[src/hw/bp_defines.svh]
`ifndef BP_DEFINES_SVH
`define BP_DEFINES_SVH

// Global history predictor index split
`define BP_GHR_WIDTH 6
`define BP_GPC_WIDTH 4

// Local history predictor index split
`define BP_LHR_WIDTH 5
`define BP_LPC_WIDTH 3

// Meta predictor scores start in the middle of the 5-bit range
`define BP_SCORE_INIT 16

// Return stack holds 2**4 entries
`define BP_RAS_ADDR_WIDTH 4

`endif

[src/hw/isa_pkg.sv]
package isa_pkg;

	// Conditional branch kinds, funct3 order with gaps removed
	typedef enum logic [2:0] {
		BR_BEQ  = 3'd0,
		BR_BNE  = 3'd1,
		BR_BLT  = 3'd2,
		BR_BGE  = 3'd3,
		BR_BLTU = 3'd4,
		BR_BGEU = 3'd5
	} branch_kind_t;

	localparam int NUM_BRANCH_KINDS = 6;

	typedef logic [4:0] reg_idx_t;

	// Link register x1
	localparam reg_idx_t REG_RA = 5'd1;

endpackage

[src/hw/ras.sv]
module ras
	import isa_pkg::*;
#(
	parameter int ADDR_WIDTH = 4
) (
	input  logic        clk,
	input  logic        rst_n,
	input  logic        jump_valid,
	input  logic        jump_is_jalr,
	input  logic [31:0] jump_pc,
	input  reg_idx_t    jump_rd,
	input  reg_idx_t    jump_rs1,
	output logic        jalr_pred_valid,
	output logic [31:0] jalr_pred_target
);

	localparam int DEPTH = 1 << ADDR_WIDTH;

	logic [31:0] stack [DEPTH];
	logic [ADDR_WIDTH-1:0] top;
	logic [ADDR_WIDTH:0] count;

	logic push;
	logic pop;
	logic jalr_seen;
	logic empty;
	logic [ADDR_WIDTH-1:0] top_next;

	// Calls link through ra, returns jump back through it
	assign push = jump_valid && jump_rd == REG_RA;
	assign pop = jump_valid && jump_is_jalr && jump_rs1 == REG_RA && jump_rd != REG_RA;
	assign jalr_seen = jump_valid && jump_is_jalr;
	assign empty = count == '0;
	assign top_next = top + 1'b1;

	always_ff @(posedge clk)
	begin
		if (!rst_n)
		begin
			top <= '0;
			count <= '0;
		end
		else if (push)
		begin
			// Wraps over the oldest entry once full
			top <= top_next;
			if (count != DEPTH[ADDR_WIDTH:0])
				count <= count + 1'b1;
		end
		else if (pop && !empty)
		begin
			top <= top - 1'b1;
			count <= count - 1'b1;
		end
	end

	always_ff @(posedge clk)
	begin
		if (push)
			stack[top_next] <= jump_pc + 32'd4;
	end

	always_ff @(posedge clk)
	begin
		if (!rst_n)
			jalr_pred_valid <= 1'b0;
		else
			jalr_pred_valid <= jalr_seen;
	end

	// Target uses the stack as it was before this cycle's push or pop
	always_ff @(posedge clk)
	begin
		if (jalr_seen)
			jalr_pred_target <= empty ? 32'd0 : stack[top];
	end

endmodule

[config.mk]
export PLATFORM = sky130hd
export DESIGN_NAME = ras
export DESIGN_NICKNAME = d
export VERILOG_FILES = /design/src/hw/bp_defines.svh /design/src/hw/isa_pkg.sv /design/src/hw/ras.sv
export SDC_FILE = /design/constraint.sdc
export NUM_CORES = 1
export LEC_CHECK = 0
export ABC_AREA = 0
export BUFFER_PORTS_ARGS = -buffer_cell sky130_fd_sc_hd__buf_4
export CAP_MARGIN = 20
export CORE_UTILIZATION = 61
export CTS_CLUSTER_DIAMETER = 120
export CTS_CLUSTER_SIZE = 12
export DETAILED_ROUTE_END_ITERATION = 16
export GPL_ROUTABILITY_DRIVEN = 0
export HOLD_SLACK_MARGIN = 0.05
export PLACE_DENSITY = 0.91
export SYNTH_ARGS = -nofsm -noshare
export SYNTH_HDL_FRONTEND = slang
export SYNTH_SLANG_ARGS = --single-unit
[constraint.sdc]
create_clock -name clk -period 3 [get_ports clk]
set_input_delay 0 -clock clk [delete_from_list [all_inputs] [get_ports clk]]
set_output_delay 0 -clock clk [all_outputs]
set_load 0.01 [all_outputs]
---- After elaboration in Yosys (flattened, before gate mapping) ----
Memories as Yosys holds them, arrays and structs flattened. A register that Yosys moved wholly into a read port is not among the register bits.
Index checks and enable logic that the tools add are counted.
operators by class
  reduce and logical (&&, ||, !) cells .... 9
  eq/ne operators ......................... 5
  add/sub/neg operators ................... 5
  muxes and demuxes ....................... 7
operators with widths
  kind                                                                      count
  32-bit by 3-bit adder with 32-bit output (second input constant)          1
  5-bit 2-to-1 mux                                                          3
  5-bit by 1-bit equality test with 1-bit output (second input constant)    2
  4-bit 2-to-1 mux                                                          2
  5-bit by 1-bit adder with 5-bit output (second input constant)            1
  1-bit logical AND                                                         5
  5-bit zero test                                                           1
  5-bit by 1-bit inequality test with 1-bit output (second input constant)  1
  5-bit inequality test (second input constant)                             1
  5-bit by 1-bit subtractor with 5-bit output (second input constant)       1
  4-bit by 1-bit adder with 4-bit output (second input constant)            1
  4-bit by 1-bit subtractor with 4-bit output (second input constant)       1
  1-bit 2-to-1 mux                                                          2
  2-bit by 1-bit inequality test with 1-bit output (second input constant)  1
  2-bit AND reduction                                                       1
  2-bit nonzero test                                                        1
  1-bit zero test                                                           1
word-level totals
  output and inout port bits .............. 33
  bits in writable memories ............... 512
  logic and storage cells ................. 30
  memories kept ........................... 1
  register bits ........................... 10
memories
  name   words  bits a word  read ports  clocked after Yosys merged registers in  wr ports  line       RTL
  stack  16     32           1           1                                        1         ras.sv:19  logic [31:0] stack [DEPTH];

---- Longest topological paths before layout ----
Gate-level depths: netlist of the first run.
  depth after elaboration ................. 6
  gate-level depth with buffers ........... 10

---- Least setup slack after synthesis of the first run ----
No wires, ideal clock.
  path type ............................... register to register
  start point ............................. register top[0]
  end point ............................... memory stack[2][0], enable pin
  stages on the path, launching flop included .. 7
  data required time ...................... 2.608 ns
  path slack .............................. 0.183 ns
  buffers on the path ..................... 3
  arrival ................................. 2.425 ns
  cell sequence ........................... dfxtp_1 -> clkbuf_1 -> buf_2 -> clkbuf_1 -> nand3_1 -> o22ai_1 -> and3_1
between the ends
  word-level cells in the longest chain between the ends .. 1
RTL lines
  item                                    line       RTL
  start, declared                         ras.sv:20  logic [ADDR_WIDTH-1:0] top;
  start signal, assigned                  ras.sv:46  top <= top_next;
  start signal, assigned                  ras.sv:52  top <= top - 1'b1;
  4-bit by 1-bit adder with 4-bit output  ras.sv:34  assign top_next = top + 1'b1;
  end, declared                           ras.sv:19
No other way between the ends.

---- Final worst setup path of the first run ----
  start point ............................. input jump_pc[7]
  end point ............................... memory stack[0][27] (data pin)
between the ends
  word-level cells in the longest chain between the ends .. 1
RTL lines
  item                                      line       RTL
  start, declared                           ras.sv:10  input logic [31:0] jump_pc,
  32-bit by 3-bit adder with 32-bit output  ras.sv:60  stack[top_next] <= jump_pc + 32'd4;
No other way between the ends.

==> Implementation_results.wiki, run 1 <==
{| class="wikitable"
! Metric !! Value
|-
| Failing checks || design-rule violations
|-
| Worst reg2reg setup slack || about 0.15 ns
|-
| Total iterations of the first detailed-routing run || 12
|-
| Fill cell instance count of the final layout || 1860
|-
| Post-Synthesis Cell Area || about 22000 um^2
|-
| Vias in the first global route || approximately 12000
|-
| Status || complete, but fails checks
|-
| Pin count of the biggest net entering global routing || around 110
|-
| Half-perimeter wire length after placement || about 26000 um
|-
| Largest voltage drop on the vdd net || approximately 0.48 mV
|-
| Remaining antenna violation count || 0
|-
| Classification of the worst setup path || input port to flip-flop
|-
| End of the critical path || stack[0][27]$_DFFE_PP_
|-
| Yosys top cell area share || 75.4%
|-
| Detail-routed net length per standard cell || ~32 um
|-
| P_sw || just under 3 mW
|-
| Number of flops mapped to enable cells by yosys || approximately 540
|-
| Clock tree from TritonCTS || yes
|-
| Number of buffers added by the clock tree synthesis step || 52
|-
| Final period util || a little over nine tenths
|-
| Effective utilization at floorplan || a little over three fifths
|-
| Via count || 11400
|-
| Sum of internal, switching and leakage power || roughly 15 mW
|-
| Highest attainable clock frequency || roughly 350 MHz
|-
| Portion of total power attributed to the clock network || 39.4%
|-
| CORE AREA || roughly 35000 um^2
|-
| Critical path startpoint category || input port
|-
| Final Max Tran Viols || 0
|-
| Register clock-pin slew on the reported worst setup and hold paths || about 0.060 ns
|-
| Sum of overflow across all layers after global routing || 0
|-
| Tightest slew margin relative to the limit || between 10% and 20%
|-
| Share of total power in sequential cells || between 50% and 60%
|-
| Number of clock sinks || 554
|-
| Most common cell in the netlist || edfxtp_1
|-
| Sequential cell area in the final layout || 16500 um^2
|-
| Floorplan die width || between 150 and 200 um
|-
| Post-Synthesis Net Count || 1058
|-
| Clk_lat worst skew || roughly 0.58 ns
|-
| Detailed router's first-iteration violation count || ~1900
|-
| Count of H-tree levels built during CTS || 2
|-
| Combinational power share || 2.8%
|-
| Post-synthesis async set-or-reset flop share || 0%
|-
| P per Cell Area || approximately 600 nW/um^2
|-
| Worst R2R End || stack[1][10]$_DFFE_PP_
|-
| Top post-synthesis cells by count || edfxtp_1, mux4_2, mux2i_1
|-
| # IOs || a little under 80
|-
| Number of standard cells after synthesis || roughly 1000
|-
| Clock skew || around 0.021 ns
|-
| Worst endpoint required time || 3.21 ns
|-
| Post CTS Setup Buffer Count || 0
|-
| Buffer cell driving the clock tree root || clkbuf_16
|-
| Final hold viol count || 0
|-
| Biggest fanout along the worst timing path || 16
|-
| Vias per cell || approximately 7
|-
| Die height || roughly 190 um
|-
| # nets final || around 1200
|-
| Setup repair after global routing missed its margin || no
|-
| Setup crit end kind || flip-flop
|-
| Layout cell share with drive strength beyond 1 || 28.4%
|-
| Deepest clock path buffer count || 3
|-
| Total of buffers placed on input and output ports || approximately 80
|-
| Worst-case hold slack || just over 0.07 ns
|-
| Crit path time final || around 2.9 ns
|-
| Remaining routing DRC violations || 1
|-
| Row cnt || just under 70
|-
| Count of different cell masters after synthesis || 46
|-
| Synthesis-to-layout area growth || 14.2%
|-
| Crit path launch || jump_pc[7]
|-
| Cell accounting for the most synthesized area || edfxtp_1
|-
| Count of state elements after synthesis || about 550
|-
| Cell types occupying the most area after synthesis || edfxtp_1, mux4_2, mux2i_1
|-
| Dominant register cell in the synthesized netlist || edfxtp_1
|-
| Number of antenna violations at the first check in global routing || 1
|-
| Internal portion of total power || roughly 12 mW
|-
| Global-route wire length before repair || between 70000 and 80000 um
|-
| Area of combinational cells with multiple inputs || just under 5000 um^2
|-
| Resize count post-CTS || 0
|-
| Full die area || 36300 um^2
|-
| Max-capacitance violation count || 0
|-
| Worst-margin pin slew || 1.21 ns
|-
| Static leakage power || 8.27 nW
|-
| Number of synthesis warnings || 0
|-
| Syn Area/Cell || 21.6 um^2
|-
| Switching share of power || between 10% and 20%
|-
| Seq/Total Area, Yosys || 76.3%
|-
| Worst hold path class || input port to flip-flop
|-
| Number of setup violations in the final report || 0
|-
| Startpoint of the worst-slack reg-to-reg timing path || top[1]$_SDFFE_PN0P_
|-
| Arrival time worst endpoint || 3.08 ns
|-
| Total routed wirelength || between 50000 and 60000 um
|-
| Register-to-Register Path Depth || 6
|-
| Overall Global Routing Usage || 30.1%
|-
| Setup_tns || 0 ns
|}
## power groups by stage
stage / clock, mW / combinational [mW] / sequential [mW]
final: 5.83 / 0.411 / 8.54
after global routing: 6.10 / 0.433 / 8.54
after CTS: 5.84 / 0.385 / 8.54
after detailed placement: 0 / 0.355 / 8.70
after global placement: 0 / 0.334 / 8.70
after floorplan: 0 / 0.163 / 8.71
## critical path: stages
cell           delay (ns)
dlygate4sd3_1        0.53
buf_4                0.13
and4_1               0.34
and4bb_1             0.37
or4b_1               0.63
nor2_1               0.19
xor2_1               0.88
## worst min path at each step
stage                startpoint                 endpoint  slack [ns]  depth (start not counted)
CTS                 jump_pc[14]  stack[13][15]$_DFFE_PP_        0.05                          4
detailed placement   jump_pc[1]   stack[11][1]$_DFFE_PP_        0.30                          1
finish              jump_pc[14]  stack[13][15]$_DFFE_PP_        0.07                          4
global route        jump_pc[14]  stack[15][15]$_DFFE_PP_        0.07                          4
floorplan            jump_pc[0]    stack[0][0]$_DFFE_PP_         0.1                          0
global placement     jump_pc[1]    stack[8][1]$_DFFE_PP_        0.29                          1
## cells in the final DEF, fill, tap and decap left out, types with 2 or more instances in the layout
| cell type | synthesis | routed |
|---|---|---|
| edfxtp_1 | 544 | 544 |
| mux4_2 | 128 | 128 |
| buf_4 | 1 | 118 |
| mux2i_1 | 67 | 67 |
| clkbuf_16 | 0 | 53 |
| o22ai_1 | 36 | 36 |
| dlygate4sd3_1 | 0 | 30 |
| nand2_1 | 25 | 25 |
| xnor2_1 | 24 | 24 |
| and3_2 | 0 | 16 |
| nor2_1 | 13 | 13 |
| nand3_1 | 12 | 12 |
| ha_1 | 10 | 10 |
| clkbuf_1 | 27 | 10 |
| xor2_1 | 8 | 8 |
| a21oi_1 | 8 | 8 |
| dfxtp_1 | 10 | 8 |
| inv_1 | 7 | 6 |
| and3_1 | 22 | 6 |
| nand4_1 | 5 | 5 |
| buf_12 | 0 | 5 |
| a21o_1 | 4 | 4 |
| and4_1 | 3 | 3 |
| inv_2 | 3 | 3 |
| or4b_1 | 2 | 2 |
| or3_1 | 2 | 2 |
| inv_6 | 0 | 2 |
| dfxtp_4 | 0 | 2 |
## flip-flops by register name, summed over array words and instances (netlist names)
name	cells
stack	512
count	5
top	4
jalr_pred_valid	1
jalr_pred_target	32
## kinds of logic (layout without fill, tap and decap cells)
group           after synthesis  count (layout)  synth area share [%]
simple gates                 94              94                  2.40
xor+xnor                     32              32                  1.29
mux                         196             196                  16.5
flops                       554             554                  76.3
other cells                   0               1                     0
fa+ha+maj                    11              11                 0.670
buf+inv                      57             230                  1.09
compound gates               57              57                  1.77
## area by class of cell
type / instances / share of cell area [%]
Sequential cell: 554 / 66.8
Clock buffer: 63 / 5.51
Inverter: 11 / 0.172
Multi-Input combinational cell: 390 / 19.9
Antenna cell: 1 / 0.0101
Timing Repair Buffer: 153 / 5.20
Clock inverter: 3 / 0.116
Tap cell: 455 / 2.30
## through the flow
| stage | cells | setup WS, ns | util [%] | area (um^2) |
|---|---|---|---|---|
| detailed placement | 1524 | 0.249 | 66.2 | 23000 |
| floorplan | 1001 | 0.183 | - | 21700 |
| finish | 1630 | 0.128 | 71.3 | 24800 |
| global placement | 1524 | 0.370 | 66.2 | 23000 |
| global route | 1630 | 0.0659 | 71.3 | 24800 |
| CTS | 1611 | 0.216 | 70.8 | 24600 |
## timing repair
item                                    CTS  global route
endpoints found under the hold margin   250            49
endpoints found under the setup margin    0             0
hold buffers                             21             9
## layer usage
metal  GRT usage (%)  up-vias  part of all wire, %
met3            5.89      203                   11
met5               0        -                    0
met4            14.8        0                  4.9
met2            49.1      997                   50
li1                -     4496                    -
met1            39.2     5720                   34
No activity file was read; power rests on OpenSTA's default activity.
==> inputs of run 2 (changes only) <==
==> constraint.sdc (replaced) <==
create_clock -name clk -period 3.1 [get_ports clk]
set_input_delay 0 -clock clk [delete_from_list [all_inputs] [get_ports clk]]
set_output_delay 0 -clock clk [all_outputs]
set_load 0.01 [all_outputs]
==> Implementation_results.wiki, run 2 (synthesis gave the netlist of run 1 again) <==
{| class="wikitable"
! Metric !! Value
|-
| Static leakage power || 8.36 nW (+1.0%)
|-
| Number of antenna violations at the first check in global routing || 2 (+1)
|-
| Status || complete, no violations
|-
| Crit path time final || ~2.8 ns
|-
| Worst-case hold slack || 0.0684 ns (-0.00234 ns)
|-
| Number of instances on the worst hold path || 2 (-2)
|-
| # nets final || 1229 (+0.82%)
|-
| Buffer cell driving the clock tree root || clkbuf_16
|-
| CORE AREA || 34700 um^2 (unchanged)
|-
| Deepest clock path buffer count || 3 (unchanged)
|-
| Final hold viol count || 0 (unchanged)
|-
| Total of buffers placed on input and output ports || 78 (unchanged)
|-
| Resize count post-CTS || 0 (unchanged)
|-
| Layout cell share with drive strength beyond 1 || 28.5% (+0.098 points)
|-
| Most flops, register || stack
|-
| Final period util || between 90% and 100%
|-
| Worst hold path class || input port to flip-flop
|-
| Total iterations of the first detailed-routing run || 7 (-5)
|-
| Highest attainable clock frequency || 352 MHz
|-
| Remaining antenna violation count || 0 (unchanged)
|-
| Clock tree from TritonCTS || yes
|-
| P per Cell Area || 571 nW/um^2 (-4.4%)
|-
| Startpoint of the worst-slack reg-to-reg timing path || count[0]$_SDFFE_PN0P_
|-
| Worst hold path endpoint || stack[5][4]$_DFFE_PP_
|-
| Row cnt || 68 (unchanged)
|-
| Slowest Stage Delay on Critical Path || 0.58 ns (-0.30 ns)
|-
| Setup repair after global routing missed its margin || no
|-
| Max-capacitance violation count || 0 (unchanged)
|-
| Clk_lat worst skew || 0.58 ns (about the same)
|-
| Sequential cell area in the final layout || 16500 um^2 (unchanged)
|-
| Area of combinational cells with multiple inputs || 4910 um^2 (unchanged)
|-
| Largest regs || stack x512, jalr_pred_target x32, count x5
|-
| Cell with the biggest individual delay on the critical path || dlygate4sd3_1
|-
| Sum of overflow across all layers after global routing || 0 (unchanged)
|-
| Fin util || 72.0% (+0.73 points)
|-
| Critical path startpoint category || input port
|-
| Clock skew || 0.0152 ns (-0.00556 ns)
|-
| Half-perimeter wire length after placement || 25800 um (-0.82%)
|-
| Total routed wirelength || 52100 um (-1.6%)
|-
| Detail-routed net length per standard cell || 31.8 um (-2.2%)
|-
| Setup_tns || 0 ns (unchanged)
|-
| Post CTS Setup Buffer Count || 0 (unchanged)
|-
| # IOs || 79 (unchanged)
|-
| Classification of the worst setup path || input port to flip-flop
|-
| Synthesis-to-layout area growth || 15.4%
|-
| Pin count of the biggest net entering global routing || 106 (unchanged)
|-
| Worst reg2reg setup slack || 0.53 ns (+0.38 ns)
|-
| Vias per cell || 6.91 (-1.3%)
|-
| Largest voltage drop on the vdd net || 0.483 mV (+1.1%)
|-
| Number of placed cells counting well taps || 1526 (+0.13%)
|-
| Most frequent standard cell in the layout excluding fill and tap cells || edfxtp_1
|-
| Remaining routing DRC violations || 0 (-1)
|-
| Overall Global Routing Usage || 28.9% (-1.2 points)
|-
| Detailed router's first-iteration violation count || 1513 (-19%)
|-
| Worst endpoint required time || 3.42 ns (+0.21 ns)
|-
| Floorplan die width || 190 um (unchanged)
|-
| Via count || 11300 (-0.67%)
|-
| Worst-margin pin slew || 1.10 ns (-0.114 ns)
|-
| Vias in the first global route || 11600 (-0.25%)
|-
| Cell breakdown of the critical path || dlygate4sd3_1 -> buf_4 -> ha_1 -> and4_1 -> nand4_1 -> nor4_1 -> buf_4 -> nand2_1 -> xnor2_1 -> dlygate4sd3_1
|-
| Effective utilization at floorplan || 62.4% (unchanged)
|-
| Arrival time worst endpoint || 3.16 ns (+0.08 ns)
|-
| Final Max Tran Viols || 0 (unchanged)
|-
| Number of buffers added by the clock tree synthesis step || 52 (unchanged)
|-
| Number of setup violations in the final report || 0 (unchanged)
|-
| Max FFs per register || 512 (unchanged)
|-
| Setup crit end kind || flip-flop
|-
| Register-to-Register Path Depth || 6 (unchanged)
|-
| Most frequent cells in the layout || edfxtp_1, mux4_2, buf_4, mux2i_1, clkbuf_16
|-
| Post-route non-filler standard cell count || 1640 (+0.61%)
|-
| Die height || 190 um (unchanged)
|-
| Full die area || 36300 um^2 (unchanged)
|-
| Biggest fanout along the worst timing path || 5 (-11)
|-
| Global-route wire length before repair || 74000 um (-2.7%)
|-
| Fill cell instance count of the final layout || 1856 (-0.22%)
|-
| Register clock-pin slew on the reported worst setup and hold paths || 0.06 ns (about the same)
|-
| Start point of the worst min-delay path || jump_pc[4]
|-
| Worst R2R End || top[1]$_SDFFE_PN0P_
|-
| Count of H-tree levels built during CTS || 2 (unchanged)
|-
| Number of clock sinks || 554 (unchanged)
|-
| Tightest slew margin relative to the limit || 26.1% (+7.0 points)
|}
## run 2: worst max path at each step
stage	startpoint	to	slack, ns	cells past startpoint
6_report	jump_pc[2]	stack[11][26]$_DFFE_PP_	0.26	10
5_1_grt	jump_pc[9]	stack[4][31]$_DFFE_PP_	0.16	7
4_1_cts	jump_pc[2]	stack[7][26]$_DFFE_PP_	0.09	9
3_5_place_dp	jump_pc[7]	stack[14][31]$_DFFE_PP_	0.33	6
3_3_place_gp	jump_pc[7]	stack[8][29]$_DFFE_PP_	0.50	6
2_1_floorplan	top[0]$_SDFFE_PN0P_	stack[2][0]$_DFFE_PP_	0.28	6
## run 2: power breakdown
part | switching, mW | internal (mW) | total (mW) | leakage [nW]
clock | 2.56 | 3.06 | 5.61 | 0.680
sequential | 0.00789 | 8.25 | 8.26 | 5.00
combinational | 0.241 | 0.162 | 0.403 | 2.68
## run 2: layer usage
layer  routed length (um)  global-route usage, %  vias up
li1                     -                      -     4502
met2                27200                   48.6      875
met3                 4890                   4.97      150
met1                18300                   38.3     5811
met5                   17                      0        -
met4                 1650                   11.0        2
## run 2: cell type report
| type | count | share of cell area, % |
|---|---|---|
| multi-input combinational | 390 | 19.7 |
| antenna | 1 | 0.0100 |
| timing repair buffer | 163 | 6.16 |
| inverter | 11 | 0.170 |
| clock inverter | 3 | 0.115 |
| tap | 455 | 2.28 |
| sequential | 554 | 66.2 |
| clock buffer | 63 | 5.45 |
## run 2: critical path: cells and delay by family
| family | cells | cell delay [ns] |
|---|---|---|
| buf+inv | 4 | 1.49 |
| simple gates | 4 | 1.27 |
| fa+ha+maj | 1 | 0.25 |
| xor+xnor | 1 | 0.15 |
## run 2: repair_timing
item | CTS | global route
hold buffers | 21 | 15
endpoints found under the setup margin | 0 | 0
endpoints found under the hold margin | 218 | 139
## run 2: per-stage QoR
step	power, mW	instance area [um^2]	setup WS [ns]
after detailed placement	8.76	23200	0.334
after global placement	8.74	23200	0.500
after CTS	14.3	24800	0.0946
final	14.3	25000	0.261
after floorplan	8.59	21700	0.283
after global routing	14.6	25000	0.162
