`config.mk`:
```
export PLATFORM = sky130hd
export DESIGN_NAME = meta_predictor
export DESIGN_NICKNAME = d
export VERILOG_FILES = /design/src/hw/bp_pkg.sv /design/src/hw/isa_pkg.sv /design/src/hw/meta_predictor.sv
export VERILOG_INCLUDE_DIRS = /design/src /design/src/hw
export SDC_FILE = /design/constraint.sdc
export NUM_CORES = 1
export LEC_CHECK = 0
export BUFFER_PORTS_ARGS = -buffer_cell sky130_fd_sc_hd__clkbuf_2
export CELL_PAD_IN_SITES_DETAIL_PLACEMENT = 2
export CELL_PAD_IN_SITES_GLOBAL_PLACEMENT = 2
export CORE_MARGIN = 1
export CORE_UTILIZATION = 35
export DETAILED_ROUTE_END_ITERATION = 16
export HOLD_SLACK_MARGIN = 0.03
export PLACE_DENSITY_LB_ADDON = 0.1
export SYNTH_ARGS = -nofsm -noshare
export SYNTH_HDL_FRONTEND = slang
export SYNTH_SLANG_ARGS = --single-unit
```
`constraint.sdc`:
```
create_clock -name clk -period 6.1 [get_ports clk]
set_clock_uncertainty 0.15 [all_clocks]
set_input_delay 1.83 -clock clk [delete_from_list [all_inputs] [get_ports clk]]
set_output_delay 1.83 -clock clk [all_outputs]
set_load 0.005 [all_outputs]
```
`src/hw/bp_defines.svh`:
```
`ifndef BP_DEFINES_SVH
`define BP_DEFINES_SVH

// Global history predictor index split
`define BP_GHR_WIDTH 6
`define BP_GPC_WIDTH 4

// Local history predictor index split
`define BP_LHR_WIDTH 5
`define BP_LPC_WIDTH 3

// Meta predictor scores start in the middle of the 5-bit range
`define BP_SCORE_INIT 16

// Return stack holds 2**4 entries
`define BP_RAS_ADDR_WIDTH 4

`endif

```
`src/hw/bp_pkg.sv`:
```
package bp_pkg;

	// Upper bit set means taken
	typedef logic [1:0] sat_cnt_t;

	localparam sat_cnt_t SAT_CNT_INIT = 2'd1;

	typedef logic [4:0] score_t;

	typedef enum logic [1:0] {
		SEL_GLOBAL = 2'd0,
		SEL_LOCAL  = 2'd1,
		SEL_STATIC = 2'd2
	} predictor_sel_t;

	function automatic sat_cnt_t sat_cnt_next(sat_cnt_t cnt, logic taken);
		if (taken)
			return (cnt == 2'd3) ? cnt : cnt + 2'd1;
		return (cnt == 2'd0) ? cnt : cnt - 2'd1;
	endfunction

	function automatic score_t score_next(score_t score, logic hit);
		if (hit)
			return (score == '1) ? score : score + 5'd1;
		return (score == '0) ? score : score - 5'd1;
	endfunction

endpackage

```
`src/hw/isa_pkg.sv`:
```
package isa_pkg;

	// Conditional branch kinds, funct3 order with gaps removed
	typedef enum logic [2:0] {
		BR_BEQ  = 3'd0,
		BR_BNE  = 3'd1,
		BR_BLT  = 3'd2,
		BR_BGE  = 3'd3,
		BR_BLTU = 3'd4,
		BR_BGEU = 3'd5
	} branch_kind_t;

	localparam int NUM_BRANCH_KINDS = 6;

	typedef logic [4:0] reg_idx_t;

	// Link register x1
	localparam reg_idx_t REG_RA = 5'd1;

endpackage

```
`src/hw/meta_predictor.sv`:
```
`include "bp_defines.svh"

module meta_predictor
	import isa_pkg::*;
	import bp_pkg::*;
(
	input  logic         clk,
	input  logic         rst_n,
	input  logic         predict_valid,
	input  branch_kind_t predict_kind,
	input  logic         predict_imm_sign,
	input  logic         global_taken,
	input  logic         local_taken,
	input  logic         resolve_valid,
	input  branch_kind_t resolve_kind,
	input  logic         resolve_imm_sign,
	input  logic         resolve_taken,
	input  logic         global_resolve_pred,
	input  logic         local_resolve_pred,
	output logic         branch_pred_valid,
	output logic         branch_pred_taken
);

	score_t scores [NUM_BRANCH_KINDS][3];

	predictor_sel_t choice;
	logic pred_taken;
	logic resolve_preds [3];
	score_t global_score;
	score_t local_score;
	score_t static_score;

	assign global_score = scores[predict_kind][SEL_GLOBAL];
	assign local_score = scores[predict_kind][SEL_LOCAL];
	assign static_score = scores[predict_kind][SEL_STATIC];

	// Ties favour global, then local
	always_comb
	begin
		if (global_score >= local_score && global_score >= static_score)
			choice = SEL_GLOBAL;
		else if (local_score >= static_score)
			choice = SEL_LOCAL;
		else
			choice = SEL_STATIC;
	end

	always_comb
	begin
		case (choice)
			SEL_GLOBAL: pred_taken = global_taken;
			SEL_LOCAL:  pred_taken = local_taken;
			default:    pred_taken = predict_imm_sign;
		endcase
	end

	// Static guess is backward taken, i.e. the immediate sign
	always_comb
	begin
		resolve_preds[SEL_GLOBAL] = global_resolve_pred;
		resolve_preds[SEL_LOCAL] = local_resolve_pred;
		resolve_preds[SEL_STATIC] = resolve_imm_sign;
	end

	always_ff @(posedge clk)
	begin
		if (!rst_n)
		begin
			for (int k = 0; k < NUM_BRANCH_KINDS; k++)
				for (int p = 0; p < 3; p++)
					scores[k][p] <= score_t'(`BP_SCORE_INIT);
		end
		else if (resolve_valid)
		begin
			for (int p = 0; p < 3; p++)
				scores[resolve_kind][p] <= score_next(scores[resolve_kind][p],
					resolve_preds[p] == resolve_taken);
		end
	end

	always_ff @(posedge clk)
	begin
		if (!rst_n)
			branch_pred_valid <= 1'b0;
		else
			branch_pred_valid <= predict_valid;
	end

	always_ff @(posedge clk)
	begin
		if (predict_valid)
			branch_pred_taken <= pred_taken;
	end

endmodule

```
* Word level (Yosys, flattened, before mapping)
Memories as Yosys holds them, arrays and structs flattened.
Index checks and enable logic that the tools add are counted.
W data, S select, Z words.
** Storage, ports and cells
- Memory bits (writable) :: 90
- Memories kept :: 1
- Bits of input ports :: 17
- Word-level logic and storage cells :: 62
- Output and inout port bits :: 2
- Flip-flop bits (word level) :: 2
** Memories
- scores :: words 6, bits a word 15, read ports 2, clocked after memory_dff 0, write ports 6, RTL line meta_predictor.sv:24 : score_t scores [NUM_BRANCH_KINDS][3];
** Cells by class
- $lt $le $gt $ge :: 3
- $add $sub $neg :: 6
- Multiplexer cells :: 37
- Equal/unequal tests :: 7
- Reduce and logical (&&, ||, !) cells :: 6
** Operators by type and width (number)
- $mux W5 :: 18
- $add A5 B1 Y5 const B :: 3
- $eq A5 B5 Y1 const B :: 3
- $ge A5 B5 Y1 :: 3
- $logic_not A5 Y1 :: 3
- $mux W15 :: 1
- $reduce_or A15 Y1 :: 1
- $sub A5 B1 Y5 const B :: 3
- $mux W1 :: 14
- $mux W2 :: 2
- $eq A1 B1 Y1 :: 3
- $mux W3 :: 1
- $eq A2 B1 Y1 const B :: 1
- $logic_not A2 Y1 :: 1
- $pmux W1 S2 :: 1
- $logic_and A1 B1 Y1 :: 1

* Longest topological paths before layout
Gate-level depths: netlist (run 1).
- Depth in word-level cells :: 8
- Depth in mapped cells :: 15
- Mapped depth without buffers :: 11

* Worst setup path before layout (run 1)
OpenSTA, ideal clock, no wires.
- Path kind :: input to register
- From :: input predict_kind[0]
- To :: register branch_pred_taken (data pin)
- Data required time :: 5.690 ns
- Path buffers :: 1
- Cell stages on the path :: 11
- Slack :: 0.917 ns
- Setup time :: 0.260 ns
- Arrival time :: 4.773 ns
- Cells stage by stage :: buf_1 -> mux4_2 -> mux2_2 -> ha_1 -> nand2b_1 -> a21o_1 -> a21o_1 -> a21o_1 -> a21oi_1 -> mux2_2 -> mux2_2
** On the way
- Longest elaborated chain between the ends :: 6
- Elaborated cells between the ends (all ways) :: 10
- Those cells by class :: 3 x order compare; 1 x eq/ne; 3 x mux; 2 x reduce/logical; 1 x memory
** Ends and longest elaborated chain
- from (decl) :: RTL line meta_predictor.sv:10 : input branch_kind_t predict_kind,
- $mem_v2 Z6 W15 *
- $ge A5 B5 Y1 (on tied branches) :: RTL line meta_predictor.sv:42, meta_predictor.sv:40
- $mux W2 / $logic_and A1 B1 Y1 (equally long branches) :: RTL line meta_predictor.sv:42, meta_predictor.sv:40
- $mux W2 * :: RTL line meta_predictor.sv:40 : if (global_score >= local_score && global_score >= static_score)
- $eq A2 B1 Y1 / $logic_not A2 Y1 (equally long branches) :: RTL line meta_predictor.sv:50 : case (choice)
- $pmux W1 S2 * :: RTL line meta_predictor.sv:50
- net pred_taken :: RTL line meta_predictor.sv:27 : logic pred_taken;
- to (signal assigned) :: RTL line meta_predictor.sv:92 : branch_pred_taken <= pred_taken;
- to (decl) :: RTL line meta_predictor.sv:21 : output logic branch_pred_taken
Mark *: on every way through the listed nets, which the timed path passes. The rest lies on a longest branch.
A chain may end at the register's enable or synchronous reset.

* Final worst setup path (run 1)
Ends and elaborated chain as after synthesis.

==> results of run 1 <==
[worst min-delay path, delay by kind of cell (launching register included)]
family / cells / cell delay, ns
xor+xnor: 1 / 0.17
buf+inv: 1 / 0.10
compound gates: 1 / 0.24
flops: 1 / 0.34
simple gates: 2 / 0.11
[worst min-delay path by stage]
stage | startpoint | to | slack [ns] | cells after the start
floorplan | scores[2][5] | scores[6][5] | 0.76 | 5
global placement | scores[2][5] | scores[7][5] | 0.93 | 5
detailed placement | scores[2][5] | scores[6][5] | 0.92 | 5
CTS | scores[2][5] | scores[7][5] | 0.94 | 5
global route | scores[2][5] | scores[7][5] | 0.98 | 5
finish | scores[2][5] | scores[6][5] | 0.93 | 5
[cell usage in the layout, fill, tap and decap left out, drive strengths merged, types with 2 or more instances in the layout]
cell type	netlist	layout
a211o	4	4
mux4	46	46
nand4	2	2
nor2	91	91
clkbuf	12	41
o211ai	9	9
and3	2	2
nand3	8	8
nor3b	2	2
a41oi	2	2
a31oi	3	3
bufinv	0	3
inv	32	32
nor2b	4	4
a21o	6	6
edfxtp	121	121
ha	21	21
mux2	15	15
and2	5	5
or2	3	3
a221o	2	2
a22oi	6	6
nor3	3	3
mux2i	37	37
nand2b	7	7
nand3b	3	3
clkinv	0	5
o21ai	11	11
nand2	48	48
buf	17	34
xor2	3	3
a21oi	14	14
a22o	2	2
xnor2	5	5
o21a	2	2
[power by group through the flow]
stage	combinational [mW]	sequential, mW	clock, mW
floorplan	0.270	0.986	0
global placement	0.381	0.992	0
detailed placement	0.399	0.995	0
CTS	0.403	0.979	1.03
global route	0.432	0.981	1.06
finish	0.395	0.979	1.01
[registers in the layout, summed over array words and instances, names as in the netlist]
register	cells
branch_pred_valid	1
scores	120
branch_pred_taken	1
[cells by family (layout without fill, tap and decap cells)]
kind of cell	count (synthesis)	in the layout
AOI/OAI and AO/OA	72	72
xor gates and xnor gates	8	8
adders and majority gates	21	21
buffers and inverters	61	116
DFF	122	122
muxes	98	98
and+or+nand+nor	181	181
[routing by layer]
layer,track usage (%),vias up
met4,7.34,0
met1,30.9,2668
met2,41.0,130
li1,-,2231
met5,0,-
met3,4.53,25
[stage by stage]
stage               total power [mW]  hold WS (ns)  std cells
detailed placement              1.39         0.923        856
global route                    2.47         0.984        888
finish                          2.39         0.930        888
global placement                1.37         0.929        856
floorplan                       1.26         0.755        563
CTS                             2.41         0.939        888
[cell type report]
cell class | count | share of cell area [%]
Timing Repair Buffer | 52 | 4.38
Tap cell | 270 | 3.99
Clock inverter | 9 | 1.45
Sequential cell | 122 | 43.2
Clock buffer | 23 | 5.41
Inverter | 32 | 1.42
Multi-Input combinational cell | 380 | 40.2
==> out/qor.csv, run 1 <==
stage;metric;value;unit
worst_setup_path;reg2reg start;scores[3][0];
timing;Final setup viols;0;
worst_setup_path;Worst path depth;12;
final_layout;Final nets;643;
timing;slew margin rel.;40.5;%
yosys;compound-cell area share of the yosys netlist;7.68;%
floorplanning;# IOs;19;
detailed_routing;uppermost layer routed;met4;
final_layout;layout cells sized above 1;24.6;%
yosys;main combinational cell family by area after synthesis;multiplexers;
worst_setup_path;Worst Path Required;6.13;ns
detailed_routing;Antenna Violating Nets Remaining;0;
cts;CTS tree;built;
final_layout;ANT cells;0;
cts;# hold bufs at CTS;0;
placed_design;dpl cell area;7880;sq um
yosys;Seq cells post-synth;122;
cts;total clock sinks;122;
detailed_routing;Iter 0 DRT Violations;274;
placed_design;DP HPWL;17.3;mm
yosys;Ys Warns;0;
cts;total CTS buffers;17;
timing;crit path time final;4.88;ns
placed_design;Setup WS pre-CTS;0.741;ns
cts;htree depth;4;
worst_setup_path;critical-path cell list;clkbuf_2, buf_4, mux4_2, mux2i_1, inv_1, ha_1, a21o_1, a21o_1, a21o_1, a21oi_1, mux2_2, mux2_2;
yosys;mux cell area share after synthesis;23.0;%
floorplanning;Die W;147;um
worst_setup_path;buffers plus inverters on the worst setup path;3;
detailed_routing;DR pass1 iterations;4;
final_layout;synthesis-to-finish area growth;15.3;%
grt;initial antenna violation count;0;
yosys;Netlist cell types;65;
yosys;count leader, synth;edfxtp_1;
final_layout;register area;3650;sq um
worst_setup_path;most frequent cell on the critical path;a21o_1;
pwr;Pint;1.76;mW
pwr;Clk pwr share;42.5;%
timing;Setup WS post-layout;1.22;ns
detailed_routing;DR WL met3;1.31;mm
placed_design;RePlAce Congestion;0.771;
yosys;mapped cell area;7340;sq um
worst_setup_path;worst-path fanout max;9;
pwr;Peak VDD IR;0.000210;V
pwr;Sw Share;26.2;%
grt;vias in the first global route;5588;
worst_setup_path;CP top delay family;multiplexers;
timing;RSZ-0062 raised after global routing;no;
worst_setup_path;Crit path arrival time;4.91;ns
final_layout;area occupied by multi-input gates;3400;sq um
pwr;pwr/cell area;282;nW/um^2
worst_setup_path;worst setup path start;predict_kind[0];
yosys;XOR/XNOR Fraction of Synth Area;1.16;%
timing;Setup TNS;0;ns
detailed_routing;# DRC;0;
timing;Max Slew Vio Count;0;
detailed_routing;routed wire length per instance;27.6;um
cts;Post-CTS Resized;0;
cts;Max Root-Sink Buffers;2;
yosys;top cells by count, synth;121 x edfxtp_1, 91 x nor2_1, 47 x nand2_1, 34 x mux4_2, 31 x mux2i_1;
cts;Clock transition at path regs;0.06;ns
cts;CTS Root Cell;clkbuf_16;
floorplanning;core box area;20400;sq um
worst_setup_path;critical path class;primary input to flop;
yosys;Post-synth top flop;edfxtp_1;
floorplanning;Rows;52;
detailed_routing;Post-Route M1 WL;10.4;mm
cts;# Post-CTS Setup Buffers;0;
pwr;Net Switching;0.625;mW
timing;Hold Fails Final Rpt;0;
floorplanning;die height;147;um
yosys;Post-Synth Simple-Gate Area;10.8;%
worst_setup_path;reg2reg setup slack;2.77;ns
job;max-capacitance violation count;0;
final_layout;Fillers;2044;
yosys;register area share after synthesis;49.8;%
timing;Final Cycle Share;79.9;%
floorplanning;initial core utilization;36.0;%
detailed_routing;WL met2;12.4;mm
timing;worst slew pin tran;0.893;ns
final_layout;Finished Core Util;41.5;%
cts;Clock Latency Late Sink;0.43;ns
yosys;Adder-Cell Fraction of Synth Area;3.58;%
pwr;combinational power share;16.6;%
grt;first-pass GRT wire length;36.6;mm
detailed_routing;Via density;5.69;
timing;Fmax;0.205;GHz
worst_setup_path;worst reg2reg path endpoint;branch_pred_taken;
run_status;outcome;complete, no violations;
yosys;share of the synthesized area in the top cell type;49.5;%
yosys;cell taking the most area after synthesis;edfxtp_1;
yosys;number of synthesized flops with an enable pin;121;
yosys;top area cells in the synthesized netlist;edfxtp_1 50%, mux4_2 10%, nor2_1 4.7%;
worst_setup_path;crit start category;primary input;
grt;GR Util All Layers;24.0;%
pwr;Reg power frac;41.0;%
grt;Overflow after GRT;0;
worst_setup_path;Largest stage delay, worst path;0.52;ns
grt;largest net degree at the start of global routing;50;
yosys;asr flop ratio synth;0;%
worst_hold_path;worst hold path class;flop to flop;
yosys;synthesized area per cell;13.0;sq um
placed_design;port bufs;18;
worst_setup_path;Critical Path End Type;flop;
worst_setup_path;crit path capture;branch_pred_taken;
final_layout;final instance area;8460;sq um
pwr;Static Leak;3.21;nW
worst_setup_path;worst reg2reg path depth;10;
yosys;Synth Instances;563;
worst_setup_path;CP max-delay cell;mux4_2;
floorplanning;total die area;21500;sq um
detailed_routing;final WL;24.5;mm
yosys;syn_nets;601;
detailed_routing;Via Count;5054;
Power figures use the tool's default switching activity.
==> inputs of run 2 (changes only) <==
==> constraint.sdc (replaced) <==
create_clock -name clk -period 4.8 [get_ports clk]
set_clock_uncertainty 0.15 [all_clocks]
set_input_delay 1.44 -clock clk [delete_from_list [all_inputs] [get_ports clk]]
set_output_delay 1.44 -clock clk [all_outputs]
set_load 0.005 [all_outputs]
==> out/qor.csv, run 2 (same netlist as run 1, synthesis figures left out) <==
stage;metric;value;unit;change
pwr;Sw Share;26.9;%;was 26.2%
floorplanning;core box area;20400;sq um;unchanged
worst_setup_path;Critical Path End Type;flop;;unchanged
floorplanning;# IOs;19;;unchanged
final_layout;final instance area;8570;sq um;was 8460 sq um
final_layout;max reg flops;120;;unchanged
timing;Hold WS;0.991;ns;was 0.930 ns
pwr;pwr/cell area;357;nW/um^2;was 282 nW/um^2
final_layout;layout cells sized above 1;26.2;%;was 24.6%
final_layout;most common cell after layout, fill and taps aside;edfxtp_1;;unchanged
detailed_routing;Antenna Violating Nets Remaining;0;;unchanged
timing;crit path time final;4.35;ns;
final_layout;most frequent cells in the layout;121 x edfxtp_1, 91 x nor2_1, 47 x nand2_1, 43 x buf_4, 34 x mux4_2;;was 121 x edfxtp_1, 91 x nor2_1, 47 x nand2_1, 34 x mux4_2, 32 x buf_4
final_layout;Final nets;655;;was 643
pwr;Pint;2.24;mW;was 1.76 mW
worst_setup_path;worst-path fanout max;8;;was 9
placed_design;Setup WS pre-CTS;0.00291;ns;was 0.741 ns
detailed_routing;routed wire length per instance;27.2;um;was 27.6 um
grt;first-pass GRT wire length;37.2;mm;was 36.6 mm
cts;Clock transition at path regs;0.06;ns;about the same
job;max-capacitance violation count;0;;unchanged
timing;worst slew pin tran;0.737;ns;was 0.893 ns
pwr;Final Power;3.06;mW;was 2.39 mW
timing;Hold Fails Final Rpt;0;;unchanged
floorplanning;Die W;147;um;unchanged
grt;Overflow after GRT;0;;unchanged
worst_setup_path;worst reg2reg path depth;10;;unchanged
timing;Final Cycle Share;90.7;%;
timing;Setup WS post-layout;0.447;ns;was 1.22 ns
worst_hold_path;worst hold path class;flop to flop;;unchanged
cts;total clock sinks;122;;unchanged
final_layout;final non-filler cell total;900;;was 888
grt;vias in the first global route;5784;;was 5588
placed_design;dpl cell area;7980;sq um;was 7880 sq um
timing;slew margin rel.;50.5;%;was 40.5%
grt;largest net degree at the start of global routing;20;;was 50
timing;Setup TNS;0;ns;unchanged
cts;Max Root-Sink Buffers;2;;unchanged
worst_setup_path;CP max-delay cell;mux4_2;;unchanged
worst_setup_path;critical-path cell list;clkbuf_2, buf_12, mux4_2, mux2_2, ha_1, nand2b_1, a21o_1, a21o_1, a21o_1, a21oi_1, mux2_2, mux2_2;;was clkbuf_2, buf_4, mux4_2, mux2i_1, inv_1, ha_1, a21o_1, a21o_1, a21o_1, a21oi_1, mux2_2, mux2_2
cts;CTS Root Cell;clkbuf_16;;unchanged
final_layout;register area;3650;sq um;unchanged
placed_design;# placed instances;868;;was 856
final_layout;Top Registers;scores: 120 flops, branch_pred_taken: 1 flops, branch_pred_valid: 1 flops;;unchanged
detailed_routing;Iter 0 DRT Violations;398;;was 274
worst_setup_path;Worst Path Required;4.83;ns;was 6.13 ns
run_status;outcome;complete, no violations;;unchanged
timing;Final setup viols;0;;unchanged
floorplanning;total die area;21500;sq um;unchanged
final_layout;area occupied by multi-input gates;3400;sq um;unchanged
pwr;Peak VDD IR;0.000224;V;was 0.000210 V
final_layout;Fillers;2027;;was 2044
placed_design;DP HPWL;17.7;mm;was 17.3 mm
detailed_routing;# DRC;0;;unchanged
pwr;Net Switching;0.822;mW;was 0.625 mW
cts;total CTS buffers;17;;unchanged
worst_setup_path;buffers plus inverters on the worst setup path;2;;was 3
final_layout;ANT cells;0;;unchanged
worst_setup_path;Largest stage delay, worst path;0.50;ns;was 0.52 ns
final_layout;synthesis-to-finish area growth;16.8;%;was 15.3%
grt;initial antenna violation count;0;;unchanged
cts;htree depth;4;;unchanged
timing;Fmax;0.230;GHz;
worst_setup_path;crit start category;primary input;;unchanged
cts;Clock Latency Late Sink;0.43;ns;about the same
worst_setup_path;reg2reg start;scores[4][0];;was scores[3][0]
detailed_routing;final WL;24.5;mm;about the same
cts;# Post-CTS Setup Buffers;0;;unchanged
final_layout;Finished Core Util;42.1;%;was 41.5%
detailed_routing;Via density;5.64;;was 5.69
worst_hold_path;WHS Path Cells;4;;was 5
timing;RSZ-0062 raised after global routing;no;;unchanged
pwr;combinational power share;17.1;%;was 16.6%
worst_setup_path;Worst path depth;12;;unchanged
pwr;Static Leak;3.26;nW;was 3.21 nW
placed_design;RePlAce Congestion;0.848;;was 0.771
worst_setup_path;CP top delay family;multiplexers;;unchanged
worst_setup_path;Crit path arrival time;4.39;ns;was 4.91 ns
placed_design;port bufs;18;;unchanged
grt;GR Util All Layers;24.4;%;was 24.0%
floorplanning;Rows;52;;unchanged
detailed_routing;Via Count;5073;;was 5054
floorplanning;die height;147;um;unchanged
timing;Max Slew Vio Count;0;;unchanged
worst_setup_path;worst setup path start;predict_kind[0];;unchanged
detailed_routing;DR pass1 iterations;5;;was 4
pwr;Clk pwr share;42.2;%;was 42.5%
floorplanning;initial core utilization;36.0;%;unchanged
cts;Post-CTS Resized;0;;unchanged
pwr;Reg power frac;40.7;%;was 41.0%
final_layout;register with the most flip-flops;scores;;unchanged
cts;CTS tree;built;;unchanged
cts;# hold bufs at CTS;0;;unchanged
worst_hold_path;Hold Path Origin;scores[7][3];;was scores[2][5]
worst_setup_path;critical path class;primary input to flop;;unchanged
[run 2: cell count changes in the layout (fill, tap and decap cells not counted)]
cell / previous run / this run
clkbuf_1: 5 / 1
clkinv_2: 5 / 3
clkbuf_8: 1 / 0
buf_4: 32 / 43
buf_12: 2 / 3
clkinv_1: 0 / 3
clkinv_4: 0 / 1
clkinvlp_4: 1 / 4
[run 2: power by group through the flow]
stage               clock network, mW  logic [mW]  registers, mW
global placement                    0       0.501           1.26
floorplan                           0       0.343           1.25
detailed placement                  0       0.521           1.27
finish                           1.29       0.524           1.24
CTS                              1.30       0.530           1.24
global route                     1.34       0.572           1.25
[run 2: worst reg2reg max path, cell delays in order, from the launching register on]
cell and delay, ns:
edfxtp_1 0.42, mux4_2 0.46, mux2_2 0.29, ha_1 0.27, nand2b_1 0.14, a21o_1 0.17, a21o_1 0.18, a21o_1 0.20
a21oi_1 0.25, mux2_2 0.37, mux2_2 0.25
[run 2: routing by layer]
metal	global-route usage, %	wire length [um]
met3	4.38	951
met1	31.0	10600
met2	41.0	12300
met4	9.90	647
met5	0	0
[run 2: final timing paths]
check	endpoint	slack (ns)
worst max-delay path	branch_pred_taken	0.45
worst min-delay path	scores[7][3]	0.99
worst max register to register	branch_pred_taken	1.39
worst min register to register	scores[7][3]	0.99
[run 2: cell type report]
| class | count | share of cell area (%) |
|---|---|---|
| clock buffer | 18 | 5.01 |
| timing repair buffer | 64 | 5.52 |
| tap | 270 | 3.94 |
| inverter | 32 | 1.40 |
| multi-input combinational | 380 | 39.7 |
| clock inverter | 14 | 1.81 |
| sequential | 122 | 42.7 |
